==> config.mk <==
export PLATFORM = sky130hd
export DESIGN_NAME = i2c_eeprom_top
export DESIGN_NICKNAME = d
export VERILOG_FILES = /design/src/rtl/i2c_eeprom_pkg.sv /design/src/rtl/i2c_byte_phy.sv /design/src/rtl/eeprom_ctrl.sv /design/src/rtl/i2c_eeprom_top.sv
export SDC_FILE = /design/constraint.sdc
export NUM_CORES = 1
export LEC_CHECK = 0
export ABC_AREA = 1
export BUFFER_PORTS_ARGS = -buffer_cell sky130_fd_sc_hd__buf_2
export CORE_UTILIZATION = 45
export DETAILED_ROUTE_END_ITERATION = 8
export GPL_ROUTABILITY_DRIVEN = 1
export PLACE_DENSITY = 0.75
export RECOVER_POWER = 25
export SLEW_MARGIN = 20
export SYNTH_ARGS = -nofsm -noshare
export SYNTH_HDL_FRONTEND = slang
export SYNTH_SLANG_ARGS = --single-unit
==> constraint.sdc <==
create_clock -name CLK -period 2.9 [get_ports CLK]
set_input_delay 0.58 -clock CLK [delete_from_list [all_inputs] [get_ports CLK]]
set_output_delay 0.58 -clock CLK [all_outputs]
set_load 0.1 [all_outputs]
==> src/rtl/i2c_eeprom_pkg.sv <==
`default_nettype none

package i2c_eeprom_pkg;

    localparam int ADDR_W      = 11;
    localparam int DATA_W      = 8;
    localparam int SCL_QUARTER = 4;       // clk cycles per quarter bit, 16 per bus bit

    localparam logic [3:0] DEVICE_CODE = 4'b1010;   // 24C16 family

    typedef enum logic
    {
        OP_WRITE,
        OP_READ
    } eeprom_op_e;

    // host side
    typedef struct packed
    {
        eeprom_op_e          op;
        logic [ADDR_W-1:0]   addr;
        logic [DATA_W-1:0]   data;
    } eeprom_req_t;

    typedef struct packed
    {
        eeprom_op_e          op;
        logic [DATA_W-1:0]   data;  // zero for writes
        logic                nack;  // device did not answer
    } eeprom_rsp_t;

    // byte level bus commands
    typedef enum logic [1:0]
    {
        PHY_START,
        PHY_STOP,
        PHY_WRITE,
        PHY_READ
    } phy_cmd_e;

    typedef struct packed
    {
        phy_cmd_e            cmd;
        logic [DATA_W-1:0]   data;
        logic                last;  // read only, answer with nack
    } phy_cmd_t;

    typedef struct packed
    {
        logic [DATA_W-1:0]   data;
        logic                nack;
    } phy_rsp_t;

endpackage

`default_nettype wire

==> src/rtl/i2c_byte_phy.sv <==
`default_nettype none

module i2c_byte_phy
(
    input  wire logic                       CLK,
    input  wire logic                       RESET,
    input  wire logic                       cmd_valid,
    input  wire i2c_eeprom_pkg::phy_cmd_t   cmd,
    output logic                            cmd_ready,
    output logic                            done,
    output i2c_eeprom_pkg::phy_rsp_t        result,
    output logic                            scl,
    output logic                            sda_pull_low,
    input  wire logic                       sda_in
);

    import i2c_eeprom_pkg::*;

    typedef enum logic [1:0]
    {
        ST_IDLE,
        ST_START,
        ST_STOP,
        ST_BIT
    } phy_state_e;

    phy_state_e                         state;
    logic [$clog2(SCL_QUARTER)-1:0]     qcnt;
    logic [1:0]                         phase;      // 0 low, 1 high, 2 high, 3 low
    logic [3:0]                         bit_cnt;    // 8 is the ack slot
    logic [DATA_W-1:0]                  shift;
    logic                               is_read;
    logic                               last;
    logic                               nack_r;

    logic                               quarter_end;
    logic                               cmd_end;
    logic [1:0]                         phase_nxt;
    logic [3:0]                         bit_nxt;
    logic                               tx_bit;
    logic                               scl_nxt;
    logic                               sda_nxt;

    assign cmd_ready   = (state == ST_IDLE);
    assign quarter_end = (int'(qcnt) == SCL_QUARTER - 1);
    assign cmd_end     = (phase == 2'd3) && ((state != ST_BIT) || (bit_cnt == 4'd8));

    assign result.data = shift;
    assign result.nack = nack_r;

    // bus levels for the quarter about to begin
    always_comb
    begin
        phase_nxt = phase + 2'd1;
        bit_nxt   = (phase == 2'd3) ? bit_cnt + 4'd1 : bit_cnt;
        tx_bit    = (phase == 2'd3) ? shift[DATA_W-2] : shift[DATA_W-1];
        scl_nxt   = scl;
        sda_nxt   = sda_pull_low;
        case (state)
            ST_START:
            begin
                scl_nxt = (phase_nxt == 2'd1) || (phase_nxt == 2'd2);
                sda_nxt = (phase_nxt >= 2'd2);    // falls while scl high
            end
            ST_STOP:
            begin
                scl_nxt = (phase_nxt != 2'd0);
                sda_nxt = (phase_nxt < 2'd2);     // rises while scl high
            end
            ST_BIT:
            begin
                scl_nxt = (phase_nxt == 2'd1) || (phase_nxt == 2'd2);
                if (bit_nxt == 4'd8)
                    sda_nxt = is_read & ~last;    // master ack on reads
                else
                    sda_nxt = ~is_read & ~tx_bit;
            end
            default:
            begin
                scl_nxt = scl;
            end
        endcase
    end

    always_ff @(posedge CLK)
    begin
        if (RESET)
        begin
            state        <= ST_IDLE;
            qcnt         <= '0;
            phase        <= '0;
            bit_cnt      <= '0;
            done         <= 1'b0;
            scl          <= 1'b1;
            sda_pull_low <= 1'b0;
        end
        else
        begin
            done <= 1'b0;
            if (state == ST_IDLE)
            begin
                qcnt    <= '0;
                phase   <= '0;
                bit_cnt <= '0;
                if (cmd_valid)
                begin
                    scl <= 1'b0;
                    case (cmd.cmd)
                        PHY_START:
                        begin
                            state        <= ST_START;
                            sda_pull_low <= 1'b0;
                        end
                        PHY_STOP:
                        begin
                            state        <= ST_STOP;
                            sda_pull_low <= 1'b1;
                        end
                        default:
                        begin
                            state        <= ST_BIT;
                            sda_pull_low <= (cmd.cmd == PHY_WRITE) & ~cmd.data[DATA_W-1];
                        end
                    endcase
                end
            end
            else
            begin
                qcnt <= quarter_end ? '0 : qcnt + 1'b1;
                if (quarter_end)
                begin
                    if (cmd_end)
                    begin
                        state <= ST_IDLE;   // lines keep their last levels
                        done  <= 1'b1;
                    end
                    else
                    begin
                        phase        <= phase_nxt;
                        bit_cnt      <= bit_nxt;
                        scl          <= scl_nxt;
                        sda_pull_low <= sda_nxt;
                    end
                end
            end
        end
    end

    // data path
    always_ff @(posedge CLK)
    begin
        if ((state == ST_IDLE) && cmd_valid)
        begin
            shift   <= cmd.data;
            is_read <= (cmd.cmd == PHY_READ);
            last    <= cmd.last;
            nack_r  <= 1'b0;
        end
        else if ((state == ST_BIT) && quarter_end)
        begin
            if ((phase == 2'd1) && (bit_cnt == 4'd8) && !is_read)
                nack_r <= sda_in;                       // high means no ack
            else if ((phase == 2'd1) && (bit_cnt != 4'd8) && is_read)
                shift <= {shift[DATA_W-2:0], sda_in};
            else if ((phase == 2'd3) && !is_read)
                shift <= {shift[DATA_W-2:0], 1'b0};
        end
    end

endmodule

`default_nettype wire

==> src/rtl/eeprom_ctrl.sv <==
`default_nettype none

module eeprom_ctrl
(
    input  wire logic                           CLK,
    input  wire logic                           RESET,
    input  wire logic                           req_valid,
    input  wire i2c_eeprom_pkg::eeprom_req_t    req,
    output logic                                req_ready,
    output logic                                rsp_valid,
    output i2c_eeprom_pkg::eeprom_rsp_t         rsp,
    input  wire logic                           rsp_ready,
    output logic                                cmd_valid,
    output i2c_eeprom_pkg::phy_cmd_t            cmd,
    input  wire logic                           cmd_ready,
    input  wire logic                           done,
    input  wire i2c_eeprom_pkg::phy_rsp_t       result
);

    import i2c_eeprom_pkg::*;

    typedef enum logic [3:0]
    {
        CS_IDLE,
        CS_START,
        CS_CTRL_WR,
        CS_ADDR,
        CS_DATA,
        CS_RESTART,
        CS_CTRL_RD,
        CS_READ,
        CS_STOP,
        CS_RESPOND
    } ctrl_state_e;

    ctrl_state_e    state;
    logic           issued;     // current phy command accepted, waiting for done
    eeprom_req_t    req_q;

    assign req_ready = (state == CS_IDLE);
    assign rsp_valid = (state == CS_RESPOND);
    assign cmd_valid = (state != CS_IDLE) && (state != CS_RESPOND) && !issued;

    // phy command for the current step
    always_comb
    begin
        cmd.cmd  = PHY_START;
        cmd.data = '0;
        cmd.last = 1'b0;
        case (state)
            CS_CTRL_WR:
            begin
                cmd.cmd  = PHY_WRITE;
                cmd.data = {DEVICE_CODE, req_q.addr[ADDR_W-1:DATA_W], 1'b0};
            end
            CS_ADDR:
            begin
                cmd.cmd  = PHY_WRITE;
                cmd.data = req_q.addr[DATA_W-1:0];
            end
            CS_DATA:
            begin
                cmd.cmd  = PHY_WRITE;
                cmd.data = req_q.data;
            end
            CS_CTRL_RD:
            begin
                cmd.cmd  = PHY_WRITE;
                cmd.data = {DEVICE_CODE, req_q.addr[ADDR_W-1:DATA_W], 1'b1};
            end
            CS_READ:
            begin
                cmd.cmd  = PHY_READ;
                cmd.last = 1'b1;    // single byte, end with nack
            end
            CS_STOP:
            begin
                cmd.cmd = PHY_STOP;
            end
            default:
            begin
                cmd.cmd = PHY_START;
            end
        endcase
    end

    always_ff @(posedge CLK)
    begin
        if (RESET)
        begin
            state  <= CS_IDLE;
            issued <= 1'b0;
        end
        else
        begin
            if (cmd_valid && cmd_ready)
                issued <= 1'b1;

            case (state)
                CS_IDLE:
                begin
                    if (req_valid)
                        state <= CS_START;
                end
                CS_RESPOND:
                begin
                    if (rsp_ready)
                        state <= CS_IDLE;
                end
                default:
                begin
                    if (done)
                    begin
                        issued <= 1'b0;
                        case (state)
                            CS_START:   state <= CS_CTRL_WR;
                            CS_CTRL_WR: state <= result.nack ? CS_STOP : CS_ADDR;
                            CS_ADDR:
                            begin
                                if (result.nack)
                                    state <= CS_STOP;
                                else if (req_q.op == OP_READ)
                                    state <= CS_RESTART;
                                else
                                    state <= CS_DATA;
                            end
                            CS_DATA:    state <= CS_STOP;
                            CS_RESTART: state <= CS_CTRL_RD;
                            CS_CTRL_RD: state <= result.nack ? CS_STOP : CS_READ;
                            CS_READ:    state <= CS_STOP;
                            default:    state <= CS_RESPOND;  // stop finished
                        endcase
                    end
                end
            endcase
        end
    end

    // request latch and held response
    always_ff @(posedge CLK)
    begin
        if ((state == CS_IDLE) && req_valid)
        begin
            req_q    <= req;
            rsp.op   <= req.op;
            rsp.data <= '0;
            rsp.nack <= 1'b0;
        end
        else if (done)
        begin
            if (state == CS_READ)
                rsp.data <= result.data;
            else if (((state == CS_CTRL_WR) || (state == CS_ADDR) || (state == CS_DATA) ||
                      (state == CS_CTRL_RD)) && result.nack)
                rsp.nack <= 1'b1;
        end
    end

endmodule

`default_nettype wire

==> src/rtl/i2c_eeprom_top.sv <==
`default_nettype none

module i2c_eeprom_top
(
    input  wire logic                           CLK,
    input  wire logic                           RESET,
    input  wire logic                           req_valid,
    input  wire i2c_eeprom_pkg::eeprom_req_t    req,
    output logic                                req_ready,
    output logic                                rsp_valid,
    output i2c_eeprom_pkg::eeprom_rsp_t         rsp,
    input  wire logic                           rsp_ready,
    output logic                                scl,
    output logic                                sda_pull_low,   // open drain, 1 pulls line low
    input  wire logic                           sda_in
);

    import i2c_eeprom_pkg::*;

    logic       cmd_valid;
    logic       cmd_ready;
    phy_cmd_t   cmd;
    logic       done;
    phy_rsp_t   result;

    eeprom_ctrl u_ctrl
    (
        .CLK        (CLK),
        .RESET      (RESET),
        .req_valid  (req_valid),
        .req        (req),
        .req_ready  (req_ready),
        .rsp_valid  (rsp_valid),
        .rsp        (rsp),
        .rsp_ready  (rsp_ready),
        .cmd_valid  (cmd_valid),
        .cmd        (cmd),
        .cmd_ready  (cmd_ready),
        .done       (done),
        .result     (result)
    );

    i2c_byte_phy u_phy
    (
        .CLK            (CLK),
        .RESET          (RESET),
        .cmd_valid      (cmd_valid),
        .cmd            (cmd),
        .cmd_ready      (cmd_ready),
        .done           (done),
        .result         (result),
        .scl            (scl),
        .sda_pull_low   (sda_pull_low),
        .sda_in         (sda_in)
    );

endmodule

`default_nettype wire

Word-level counts from Yosys, hierarchy flattened
Cells that the tools add are included.
{ "classes": {"add_sub_neg": 3, "magnitude_cmp": 2, "eq_ne": 30, "mux": 40, "bitwise_logic": 10, "reduce_logical": 47} }
{ "op_table": {"columns": ["operator", "n"], "rows": [
  ["$mux 8", 5],
  ["$pmux 8 s4", 1],
  ["$mux 4", 7],
  ["$pmux 4 s6", 1],
  ["$eq 4x3->1 const B", 4],
  ["$eq 4x4->1 const B", 4],
  ["$mux 1", 16],
  ["$eq 2x2->1 const B", 6],
  ["$logic_and 1x1->1", 12],
  ["$reduce_and 3->1", 4],
  ["$eq 2x1->1 const B", 5],
  ["$reduce_bool 3->1", 3],
  ["$eq 4x2->1 const B", 2],
  ["$mux 2", 4],
  ["$ne 2x2->1 const B", 4],
  ["$ne 4x4->1 const B", 2],
  ["$pmux 4 s2", 1],
  ["$reduce_and 4->1", 2],
  ["$reduce_bool 2->1", 4],
  ["$reduce_bool 4->1", 2],
  ["$reduce_or 2->1", 4],
  ["$not 1->1", 7],
  ["$pmux 2 s3", 1],
  ["$reduce_and 2->1", 3],
  ["other kinds (16)", 28]
]} }
{ "word_totals": {"ff_bits": 58, "inputBits": 25} }

Longest topological paths before layout
Gate-level depths: netlist of run 1.
{ "logic_depth": {"ltp_word": 9, "ltp_mapped": 13, "depth_no_buf": 13} }

Modules after synthesis
A second synthesis of run 1 with hierarchy kept.
{ "hier_totals": {"hier_cells": 319, "area_unflattened_um2": 2728.9} }
{ "by_module_without_submodules": {"columns": ["module", "n_inst", "cells_per_inst", "area_per_inst_um2", "seq_area_each_um2"], "rows": [
  ["eeprom_ctrl", 1, 159, 1483.9, 880.8],
  ["i2c_byte_phy", 1, 160, 1244.9, 580.6]
]} }

Least setup slack after synthesis of run 1
Ideal clock, no wire load.
{ "synth_timing": {"path_kind": "register to register", "from": "reg u_phy.bit_cnt[0]", "to": "reg u_phy.shift[0], enable pin", "arrival_time_ps": 1600, "required_time_ps": 2513, "slack_ps": 914, "stages_incl_launch_ff": 8, "n_path_buf": 0, "synth_period_minus_slack_ps": 1986, "cell_sequence": "dfxtp_1 > inv_1 > ha_1 > nand3_1 > nand2_1 > nor2_1 > a21oi_1 > o31ai_1"} }
{ "synth_via": {"elab_chain_len": 5, "word_cells_on_any_way": 9} }
{ "synth_rtl": {"columns": ["element", "line_no", "text"], "rows": [
  ["from (decl)", "i2c_byte_phy.sv:30", "logic [3:0] bit_cnt;"],
  ["from (signal assigned)", "i2c_byte_phy.sv:140", "bit_cnt <= bit_nxt;"],
  ["$eq 4x4->1 / $ne 4x4->1 (equally long branches)", "i2c_byte_phy.sv:161, i2c_byte_phy.sv:163", null],
  ["$logic_and 1x1->1, on equally long branches (2 in a row)", "i2c_byte_phy.sv:161, i2c_byte_phy.sv:163", null],
  ["$ne 2x2->1 (no line) / $reduce_bool 3->1 (equally long branches)", null, null],
  ["$reduce_and 3->1 (no line) (*)", null, null],
  ["to (signal assigned)", "i2c_byte_phy.sv:154", "shift <= cmd.data;"],
  ["to (signal assigned)", "i2c_byte_phy.sv:164", "shift <= {shift[DATA_W-2:0], sda_in};"],
  ["to (signal assigned)", "i2c_byte_phy.sv:166", "shift <= {shift[DATA_W-2:0], 1'b0};"],
  ["to (decl)", "i2c_byte_phy.sv:31", "logic [DATA_W-1:0] shift;"]
]} }
Mark *: on every way between the ends. The rest lies on a longest branch, timed or not.
A chain may end at the register's enable or synchronous reset.

Final worst setup path of run 1
{ "layout_timing": {"from": "reg u_ctrl.state[1]", "to": "reg u_phy.shift[5], enable pin"} }
{ "layout_via": {"elab_chain_len": 6, "word_cells_on_any_way": 9} }
{ "layout_rtl": {"columns": ["element", "line_no", "text"], "rows": [
  ["from (decl)", "eeprom_ctrl.sv:36", "ctrl_state_e state;"],
  ["from (signal assigned)", "eeprom_ctrl.sv:117", "CS_CTRL_WR: state <= result.nack ? CS_STOP : CS_ADDR;"],
  ["from (signal assigned)", "eeprom_ctrl.sv:129", "CS_CTRL_RD: state <= result.nack ? CS_STOP : CS_READ;"],
  ["$ne 4x4->1 / $reduce_bool 4->1 (equally long branches)", "eeprom_ctrl.sv:42", "assign cmd_valid = (state != CS_IDLE) && (state != CS_RESPOND) && !issued;"],
  ["$logic_and 1x1->1 (*) (2 in a row)", "eeprom_ctrl.sv:42", null],
  ["$logic_and 1x1->1 (*)", "i2c_byte_phy.sv:152", "if ((state == ST_IDLE) && cmd_valid)"],
  ["$ne 2x2->1 (no line) (tied with other cells)", null, null],
  ["$reduce_and 3->1 (no line) (*)", null, null]
]} }
Marked as above.

==> reports/metrics.cfg, run 1 <==
[outcome]
status=finished clean

[setup_path]
r2r-start=u_ctrl.state[1]
timing.rr.end=u_phy.shift[5]
setup.worst_path.class=reg -> reg
endpoint_kind=flop
rr_worst_depth=4
crit_fanout=17
startpoint_type=flop
arrival_ps=2380
r2r_setup_slack_ps=490
cp.required_ps=2870

[place]
portBuffers=38
place_ws_ps=546
place_area_sq_um=3010
detailed_place_hpwl_mm=3.74
numPlacedInstances=414
gp_congestion=0.762

[logic_synthesis]
ys_ff_latch=58
postSynthCellCount=307
yosysTopAreaCellShare_pct=32.6
async_reset_ff_share_pct=0
syn_area_sq_um=2770
synth.net_count=342
ys_types=38
yosys-top-cells-area=edfxtp_1, dfxtp_1, nand2_1, ha_1, a21oi_1
ys_seq_area_share_pct=52.8
synth-edff-count=30
ys.flop_type=edfxtp_1
ys_warn_count=0
syn_avg_cell_area_sq_um=9.01
synth.largest_area_cell=edfxtp_1

[clock_network]
clockBufferDepth=2
clk_pin_slew_worst_paths_ps=70
htree_levels=3
cts_tree=built
clkSinkCount=58
post_cts.repair.setup_buffers=0
cts.hold.buffers_added=0
clock_latency_ps=340
cts_resized=0
ctsRootBufferMaster=clkbuf_8
cts_buffers=9

[global_routing]
antenna_found_initial=0
met3_usage_pct=5.68
gr-total-overflow=0
busiest_layer=met2
grtUsageMet1_pct=20.3
track_usage_pct=17.9
grt_pass1_vias=2026
gr-usage-met2_pct=29.9
grt_pass1_wl_mm=8.61
grt_max_degree=30

[detailed_routing]
dr.pass1.iters=4
vias=2183
drt_wl_total_mm=5.16
drc=0
via_per_inst=5.08
drt_iter0_drc=72
post_drt_wl_per_cell_um=12.0
ant_nets=0

[cells_and_area]
fillCellCount=525
final_cell_mix=nand2_1, buf_2, inv_1
final_cells=430
register_area_sq_um=1460
num-nets-final=385
drive_above_1_share_pct=20.3
diodes=0
area_growth_pct=16.8
multi_input_area_sq_um=1110
mostFrequentLayoutCell=nand2_1
design_area_sq_um=3230

[floorplan]
fp.dieW_um=80.4
die_height_um=80.4
ios=39
row_count=28
start_util_pct=46.7
fp.dieArea_sq_um=6460
core_region_area_sq_um=5920

[sta]
grt_setup_unrepaired=false
finalCriticalPeriod_ps=2410
tns_ps=0
worst_pin_slew_ps=1400
whs_ps=411
skew_ps=3.42
final_hold_viol_count=0
timing.final.crit_share_pct=83.0
setup_violations=0
relSlewSlack_pct=6.67
timing.fmax_ghz=0.416
drv_slew=0
setup_ws_ps=493

[hold_path]
min_path_type=in -> reg
worstHoldEndpoint=u_ctrl.req_q[3]
hp-start=req[3]
min_path_cells=1

[pwr]
p_leak_uw=0.00135
vdd_ir_drop_max_mv=0.632
powerDensity_nw_per_um2=933

[job]
cap_violations=0

[cells in the mapped netlist, types with 2 or more instances]
cell / instances
o211ai_1: 2
nand2_4: 4
inv_1: 31
edfxtp_1: 30
a21o_1: 4
o21ai_0: 13
nor3_1: 3
buf_2: 2
a211oi_1: 2
buf_4: 2
nor2_4: 3
a31oi_1: 6
nor2_2: 2
a22o_1: 2
a21oi_1: 24
nor2_1: 19
o21ai_1: 2
or2_2: 2
inv_2: 4
ha_1: 10
dfxtp_1: 28
nand3_1: 22
nand2_1: 74
clkbuf_1: 2
[worst max path at each step]
stage,startpoint,to,slack (ps),depth (start not counted)
after CTS,u_phy.bit_cnt[0],u_phy.shift[5],520,7
after detailed placement,u_phy.bit_cnt[0],u_phy.shift[2],550,7
after global placement,u_phy.bit_cnt[0],u_phy.shift[2],610,7
final,u_ctrl.state[1],u_phy.shift[5],490,4
after global routing,u_ctrl.state[1],u_phy.shift[5],330,4
after floorplan,u_phy.bit_cnt[0],u_phy.shift[0],910,7
[metrics by stage]
step | utilization [%] | power (uW)
final | 54.6 | 3020
after global routing | 54.6 | 3190
after CTS | 55.0 | 3070
after detailed placement | 50.9 | 2160
after global placement | 50.9 | 2140
after floorplan | - | 1990
[logic make-up (layout without fill, tap and decap cells)]
group	count (synthesis)	count (layout)	synth area share [%]
buffers and inverters	42	90	6.33
AO/OA/AOI/OAI	61	61	13.1
AND/OR/NAND/NOR	136	136	23.2
adder cells (fa/ha/maj)	10	10	4.52
flip-flops	58	58	52.8
[routing by layer]
layer | vias up | wire length [um]
li1 | 1126 | -
met1 | 1007 | 2290
met2 | 41 | 2570
met3 | 9 | 194
met4 | 0 | 99
met5 | - | 0
[final cells by class]
| type | instances | area share (%) |
|---|---|---|
| Clock buffer | 9 | 3.83 |
| Clock inverter | 7 | 3.64 |
| Sequential cell | 58 | 45.2 |
| Tap cell | 75 | 2.90 |
| Multi-Input combinational cell | 207 | 34.3 |
| Timing Repair Buffer | 39 | 6.00 |
| Inverter | 35 | 4.07 |
[power by group]
group	internal, uW	switching (uW)
clock	568	333
sequential	1120	99.4
combinational	242	654
[registers in the layout, indices dropped and copies added (netlist names), 2 cells and up]
register / flops
u_ctrl.req_q: 19
u_ctrl.rsp: 10
u_phy.shift: 8
u_ctrl.state: 4
u_phy.bit_cnt: 4
u_phy.phase: 2
u_phy.qcnt: 2
u_phy.state: 2
[critical path, stage by stage, from the launching register on]
cell and delay, ps:
dfxtp_1 550, nor2_1 170, nand2_4 120, nand4_1 680, o31ai_2 510
Note: power is estimated with default switching activity, not from simulation.
==> run 2, diff against run 1 <==
--- a/config.mk
+++ b/config.mk
@@ -5,7 +5,7 @@
 export SDC_FILE = /design/constraint.sdc
 export NUM_CORES = 1
 export LEC_CHECK = 0
-export ABC_AREA = 1
+export ABC_AREA = 0
 export BUFFER_PORTS_ARGS = -buffer_cell sky130_fd_sc_hd__buf_2
 export CORE_UTILIZATION = 45
 export DETAILED_ROUTE_END_ITERATION = 8
==> constraint.sdc (replaced) <==
create_clock -name CLK -period 2.35 [get_ports CLK]
set_input_delay 0.47 -clock CLK [delete_from_list [all_inputs] [get_ports CLK]]
set_output_delay 0.47 -clock CLK [all_outputs]
set_load 0.1 [all_outputs]
==> run 2 against run 1 <==
  * Worst setup slack got worse by 350 ps
  * Cell area increased by 4.4%
  * Utilization increased by 1.1 points
  * Synthesized area increased by 4.3%
  * Highest routed layer unchanged
  * Clock power increased by 4.4%
==> reports/metrics.cfg, run 2 <==
[sta]
finalCriticalPeriod_ps=2210
relSlewSlack_pct=22.9  ; was 6.67%
skew_ps=10.6  ; was 3.42 ps
worst_pin_slew_ps=1160  ; was 1400 ps
tns_ps=0  ; unchanged
timing.fmax_ghz=0.453
drv_slew=0  ; unchanged
setup_violations=0  ; unchanged
final_hold_viol_count=0  ; unchanged
grt_setup_unrepaired=false  ; unchanged
timing.final.crit_share_pct=93.9

[detailed_routing]
drt_iter0_drc=57  ; was 72
ant_nets=0  ; unchanged
drt_wl_total_mm=5.79  ; was 5.16 mm
dr.pass1.iters=4  ; unchanged
drc=0  ; unchanged
vias=2194  ; was 2,183
via_per_inst=5.38  ; was 5.08
post_drt_wl_per_cell_um=14.2  ; was 12.0 um

[place]
detailed_place_hpwl_mm=4.22  ; was 3.74 mm
portBuffers=38  ; unchanged
gp_congestion=0.798  ; was 0.762

[pwr]
powerDensity_nw_per_um2=1070  ; was 933 nW/um^2
vdd_ir_drop_max_mv=0.587  ; was 0.632 mV
total_power_uw=3600  ; was 3020 uW
p_leak_uw=0.00127  ; was 0.00135 uW

[logic_synthesis]
ys_ff_latch=58  ; unchanged
synth.net_count=321  ; was 342
ys_types=50  ; was 38
ys_warn_count=0  ; unchanged
synth-edff-count=30  ; unchanged
yosysTopAreaCellShare_pct=31.2  ; was 32.6%
postSynthCellCount=286  ; was 307
synth_common_cells=edfxtp_1, dfxtp_1, nand2_1  ; was nand2_1, inv_1, edfxtp_1
synth.largest_area_cell=edfxtp_1  ; unchanged
yosys-top-cells-area=edfxtp_1, dfxtp_1, a21oi_1, ha_1, nand2_1  ; was edfxtp_1, dfxtp_1, nand2_1, ha_1, a21oi_1
async_reset_ff_share_pct=0  ; unchanged
ys_seq_area_share_pct=50.6  ; was 52.8%
syn_avg_cell_area_sq_um=10.1  ; was 9.01 sq um
synth.most_common_cell=edfxtp_1  ; was nand2_1
syn_area_sq_um=2890  ; was 2770 sq um
ys.flop_type=edfxtp_1  ; unchanged

[clock_network]
cts_tree=built  ; unchanged
cts.hold.buffers_added=0  ; unchanged
ctsRootBufferMaster=clkbuf_8  ; unchanged
post_cts.repair.setup_buffers=0  ; unchanged
clock_latency_ps=330  ; was 340 ps
cts_buffers=9  ; unchanged
clk_pin_slew_worst_paths_ps=70  ; about the same
clockBufferDepth=2  ; unchanged
clkSinkCount=58  ; unchanged
htree_levels=3  ; unchanged

[setup_path]
r2r-start=u_ctrl.state[0]  ; was u_ctrl.state[1]
rr_worst_depth=5  ; was 4
r2r_setup_slack_ps=320  ; was 490 ps
timing.rr.end=u_ctrl.rsp[7]  ; was u_phy.shift[5]
arrival_ps=1740  ; was 2380 ps
setup.worst_path.class=reg -> out  ; was reg -> reg
cp.required_ps=1880  ; was 2870 ps
startpoint_type=flop  ; unchanged
endpoint_kind=output port  ; was flop
crit_fanout=21  ; was 17

[cells_and_area]
drive_above_1_share_pct=21.9  ; was 20.3%
mostFrequentLayoutCell=buf_2  ; was nand2_1
final_cell_mix=buf_2, edfxtp_1, nand2_1, dfxtp_1, a21oi_1  ; was nand2_1, buf_2, inv_1
multi_input_area_sq_um=1290  ; was 1110 sq um
diodes=0  ; unchanged
register_area_sq_um=1460  ; about the same
reg_top3=u_ctrl.req_q: 19 flops, u_ctrl.rsp: 10 flops, u_phy.shift: 8 flops  ; unchanged
area_growth_pct=16.9  ; was 16.8%
fillCellCount=555  ; was 525
num-nets-final=363  ; was 385
regMostFlops=u_ctrl.req_q  ; unchanged
largest_register_ffs=19  ; unchanged

[global_routing]
antenna_found_initial=0  ; unchanged
grt_pass1_vias=2001  ; was 2,026
grt_max_degree=30  ; unchanged
track_usage_pct=19.0  ; was 17.9%
gr-total-overflow=0  ; unchanged
grt_pass1_wl_mm=9.40  ; was 8.61 mm

[floorplan]
start_util_pct=47.6  ; was 46.7%
row_count=28  ; unchanged
die_height_um=82.1  ; was 80.4 um
fp.dieArea_sq_um=6740  ; was 6460 sq um
fp.dieW_um=82.1  ; was 80.4 um
core_region_area_sq_um=6060  ; was 5920 sq um
ios=39  ; unchanged

[hold_path]
hp-start=req[19]  ; was req[3]
min_path_cells=1  ; unchanged
worstHoldEndpoint=u_ctrl.rsp[9]  ; was u_ctrl.req_q[3]
min_path_type=in -> reg  ; unchanged

[job]
cap_violations=0  ; unchanged

[outcome]
status=finished clean  ; unchanged

-- run 2: how the worst max path moves through the flow --
stage               cells after the start               to            start  slack [ps]
finish                                  2        req_ready  u_ctrl.state[1]         140
global route                            2        req_ready  u_ctrl.state[1]          50
CTS                                     2        req_ready  u_ctrl.state[1]          50
detailed placement                      5   u_phy.shift[0]   u_phy.phase[1]         140
global placement                        5   u_phy.shift[4]   u_phy.phase[1]         280
floorplan                               4  u_ctrl.req_q[0]  u_ctrl.state[2]        -110
-- run 2: repair_timing --
action                                  4_1_cts  5_1_grt
resized for setup                             0        1
endpoints found under the setup margin        0        1
hold endpoints to repair                      0        0
-- run 2: through the flow --
stage	cells	util, %	setup WS [ps]	hold slack, ps	cell area [sq um]
finish	408	55.7	142	308	3370
detailed placement	392	52.3	141	428	3170
global placement	392	52.3	283	417	3170
global route	408	55.7	51.9	296	3370
CTS	408	55.7	49.0	301	3380
floorplan	286	-	-107	408	2920
-- run 2: metal layers --
metal	wire length (um)	global-route usage, %
met1	2680	25.0
met2	2780	30.1
met3	244	4.07
met4	86	8.60
met5	0	0
-- run 2: worst max-delay path, stage by stage (launching register included) --
cell      delay (ps)
dfxtp_1          540
nor4_4           450
clkbuf_4         410
-- run 2: final cells by class --
class | instances | share of cell area (%)
well taps | 75 | 2.78
flip-flops and latches | 58 | 43.3
inverters | 12 | 1.33
repair buffers | 49 | 8.34
clock inverters | 4 | 1.45
multi-input cells | 198 | 38.1
clock buffers | 12 | 4.63
-- run 2: cell families after synthesis --
group	share of synthesized area [%]
mux	1.73
compound gates	16.1
xor+xnor	2.12
buf+inv	5.16
fa+ha+maj	4.33
simple gates	19.9
flops	50.6
-- run 2: power breakdown --
group | switching, uW | internal, uW | leakage, uW
registers | 200 | 1370 | 0.000513
logic | 700 | 386 | 0.000652
clock network | 388 | 553 | 0.000105
total | 1290 | 2310 | 0.00127
==> run 3, diff against run 2 <==
--- a/config.mk
+++ b/config.mk
@@ -5,7 +5,7 @@
 export SDC_FILE = /design/constraint.sdc
 export NUM_CORES = 1
 export LEC_CHECK = 0
-export ABC_AREA = 0
+export ABC_AREA = 1
 export BUFFER_PORTS_ARGS = -buffer_cell sky130_fd_sc_hd__buf_2
 export CORE_UTILIZATION = 45
 export DETAILED_ROUTE_END_ITERATION = 8
==> run 3 against run 2 <==
  * Sequential power is 4% lower
  * Non-clock buffer count fell by 4
  * Maximum frequency is 3.2% higher
  * Cell area fell by 2.9%
  * Flip-flop and latch count unchanged
  * Utilization is 0.35 points lower
  * Hold slack got worse by 9.2 ps
  * Global-route usage is 0.19 points higher
  * Largest cell class unchanged
  * Largest power group unchanged
==> reports/metrics.cfg, run 3 (synthesized netlist as in run 1, its figures left out) <==
[setup_path]
path_depth=4  ; was 2
timing.rr.end=u_phy.shift[0]  ; was u_ctrl.rsp[7]
arrival_ps=1670  ; was 1740 ps
cp_num_buf_inv=2  ; was 1
startpoint=u_ctrl.state[1]  ; unchanged
endpoint_kind=output port  ; unchanged
startpoint_type=flop  ; unchanged
critPathCapture=req_ready  ; unchanged
crit_fanout=10  ; was 21
rr_worst_depth=7  ; was 5
r2r-start=u_phy.bit_cnt[0]  ; was u_ctrl.state[0]
setup.worst_path.class=reg -> out  ; unchanged
cp.required_ps=1880  ; about the same
crit_family=buffers and inverters  ; was flip-flops
slowest_stage=dfxtp_1  ; unchanged
critPathMaxStageDelay_ps=420  ; was 540 ps
path_cells=nor2_1 > nand2_4 > inv_1 > buf_2  ; was nor4_4 > clkbuf_4
r2r_setup_slack_ps=370  ; was 320 ps

[detailed_routing]
drc=0  ; unchanged
vias=2165  ; was 2,194
via_per_inst=4.97  ; was 5.38
drt_iter0_drc=127  ; was 57
dr.pass1.iters=4  ; unchanged
post_drt_wl_per_cell_um=12.2  ; was 14.2 um
ant_nets=0  ; unchanged
drt_wl_total_mm=5.31  ; was 5.79 mm

[cells_and_area]
regMostFlops=u_ctrl.req_q  ; unchanged
area_growth_pct=18.4  ; was 16.9%
final_cell_mix=nand2_1, buf_2, inv_1  ; was buf_2, edfxtp_1, nand2_1, dfxtp_1, a21oi_1
drive_above_1_share_pct=22.2  ; was 21.9%
reg_top3=u_ctrl.req_q: 19 flops, u_ctrl.rsp: 10 flops, u_phy.shift: 8 flops  ; unchanged
fillCellCount=518  ; was 555
diodes=0  ; unchanged
mostFrequentLayoutCell=nand2_1  ; was buf_2
num-nets-final=391  ; was 363
largest_register_ffs=19  ; unchanged

[floorplan]
row_count=28  ; unchanged
fp.dieW_um=80.4  ; was 82.1 um
die_height_um=80.4  ; was 82.1 um
start_util_pct=46.7  ; was 47.6%
core_region_area_sq_um=5920  ; was 6060 sq um
ios=39  ; unchanged
fp.dieArea_sq_um=6460  ; was 6740 sq um

[place]
portBuffers=38  ; unchanged
gp_congestion=0.817  ; was 0.798
detailed_place_hpwl_mm=3.85  ; was 4.22 mm

[sta]
drv_slew=0  ; unchanged
setup_violations=0  ; unchanged
final_hold_viol_count=0  ; unchanged
relSlewSlack_pct=51.9  ; was 22.9%
worst_pin_slew_ps=718  ; was 1160 ps
timing.final.crit_share_pct=91.0  ; was 93.9%
grt_setup_unrepaired=false  ; unchanged
finalCriticalPeriod_ps=2140  ; was 2210 ps
skew_ps=9.15  ; was 10.6 ps
timing.fmax_ghz=0.468  ; was 0.453 GHz
tns_ps=0  ; unchanged

[clock_network]
clkSinkCount=58  ; unchanged
cts_resized=0  ; unchanged
htree_levels=3  ; unchanged
clockBufferDepth=2  ; unchanged
ctsRootBufferMaster=clkbuf_8  ; unchanged
cts_tree=built  ; unchanged
post_cts.repair.setup_buffers=0  ; unchanged
cts.hold.buffers_added=0  ; unchanged
clock_latency_ps=340  ; was 330 ps
cts_buffers=9  ; unchanged
clk_pin_slew_worst_paths_ps=70  ; about the same

[pwr]
total_power_uw=3710  ; was 3600 uW
powerDensity_nw_per_um2=1130  ; was 1070 nW/um^2
vdd_ir_drop_max_mv=0.745  ; was 0.587 mV
switchingPower_uw=1390  ; was 1290 uW
clkPwrFrac_pct=27.8  ; was 26.1%
p_int_uw=2310  ; about the same
switching_share_pct=37.6  ; was 35.8%
combinationalPowerShare_pct=31.8  ; was 30.2%
p_leak_uw=0.00138  ; was 0.00127 uW
p_seq_share_pct=40.4  ; was 43.7%

[job]
cap_violations=0  ; unchanged

[outcome]
status=finished clean  ; unchanged

[hold_path]
min_path_type=in -> reg  ; unchanged
min_path_cells=1  ; unchanged

[global_routing]
track_usage_pct=19.2  ; was 19.0%
grt_max_degree=30  ; unchanged
grt_pass1_vias=2103  ; was 2,001
grt_pass1_wl_mm=9.17  ; was 9.40 mm
antenna_found_initial=0  ; unchanged
gr-total-overflow=0  ; unchanged

==> run 3: cell count changes in the layout (fill, tap and decap cells not counted), sizes merged, moves of 4 or more <==
cell    delta
nand2     +51
inv       +24
nand3     +10
nand2b     -9
a22o       -7
a31oi      +5
clkbuf     -5
mux2i      -5
xor2       -5
a21o       +4
o21ai      +4
==> run 3: power by group through the flow <==
stage	combinational (uW)	sequential [uW]	clock (uW)
6_report	1180	1500	1030
5_1_grt	1300	1520	1090
4_1_cts	1190	1500	1050
3_5_place_dp	1190	1520	0
3_3_place_gp	1160	1510	0
2_1_floorplan	903	1550	0
==> run 3: worst min-delay path by stage <==
stage          slack, ps           from                to
5_1_grt              280        req[18]  u_ctrl.req_q[18]
3_3_place_gp         410  u_phy.qcnt[0]     u_phy.qcnt[0]
4_1_cts              280        req[18]  u_ctrl.req_q[18]
2_1_floorplan        410  u_phy.qcnt[0]     u_phy.qcnt[0]
3_5_place_dp         430  u_phy.qcnt[0]     u_phy.qcnt[0]
6_report             300        req[18]  u_ctrl.req_q[18]
==> run 3: per-layer routing <==
| layer | up-vias | global-route usage (%) | wire length, um |
|---|---|---|---|
| met5 | - | 0 | 0 |
| met4 | 0 | 10.7 | 70 |
| met3 | 5 | 5.11 | 208 |
| met2 | 41 | 33.0 | 2650 |
| met1 | 981 | 21.4 | 2370 |
| li1 | 1138 | - | - |
==> run 3: layout make-up <==
type	count	area [sq um]	share of cell area (%)
clock buffer	9	124	3.78
clock inverter	7	101	3.09
inverter	35	131	4.01
multi-input combinational	207	1130	34.4
sequential	58	1460	44.6
tap	75	93.8	2.86
timing repair buffer	45	236	7.22
==> run 3: stage by stage <==
step	setup WS (ps)	hold slack [ps]	cell area [sq um]	util [%]	cells
floorplan	364	405	2770	-	307
global placement	58.7	412	3060	51.7	420
detailed placement	347	431	3060	51.8	420
CTS	189	281	3290	55.6	436
global route	85.0	283	3280	55.3	436
finish	212	299	3280	55.3	436
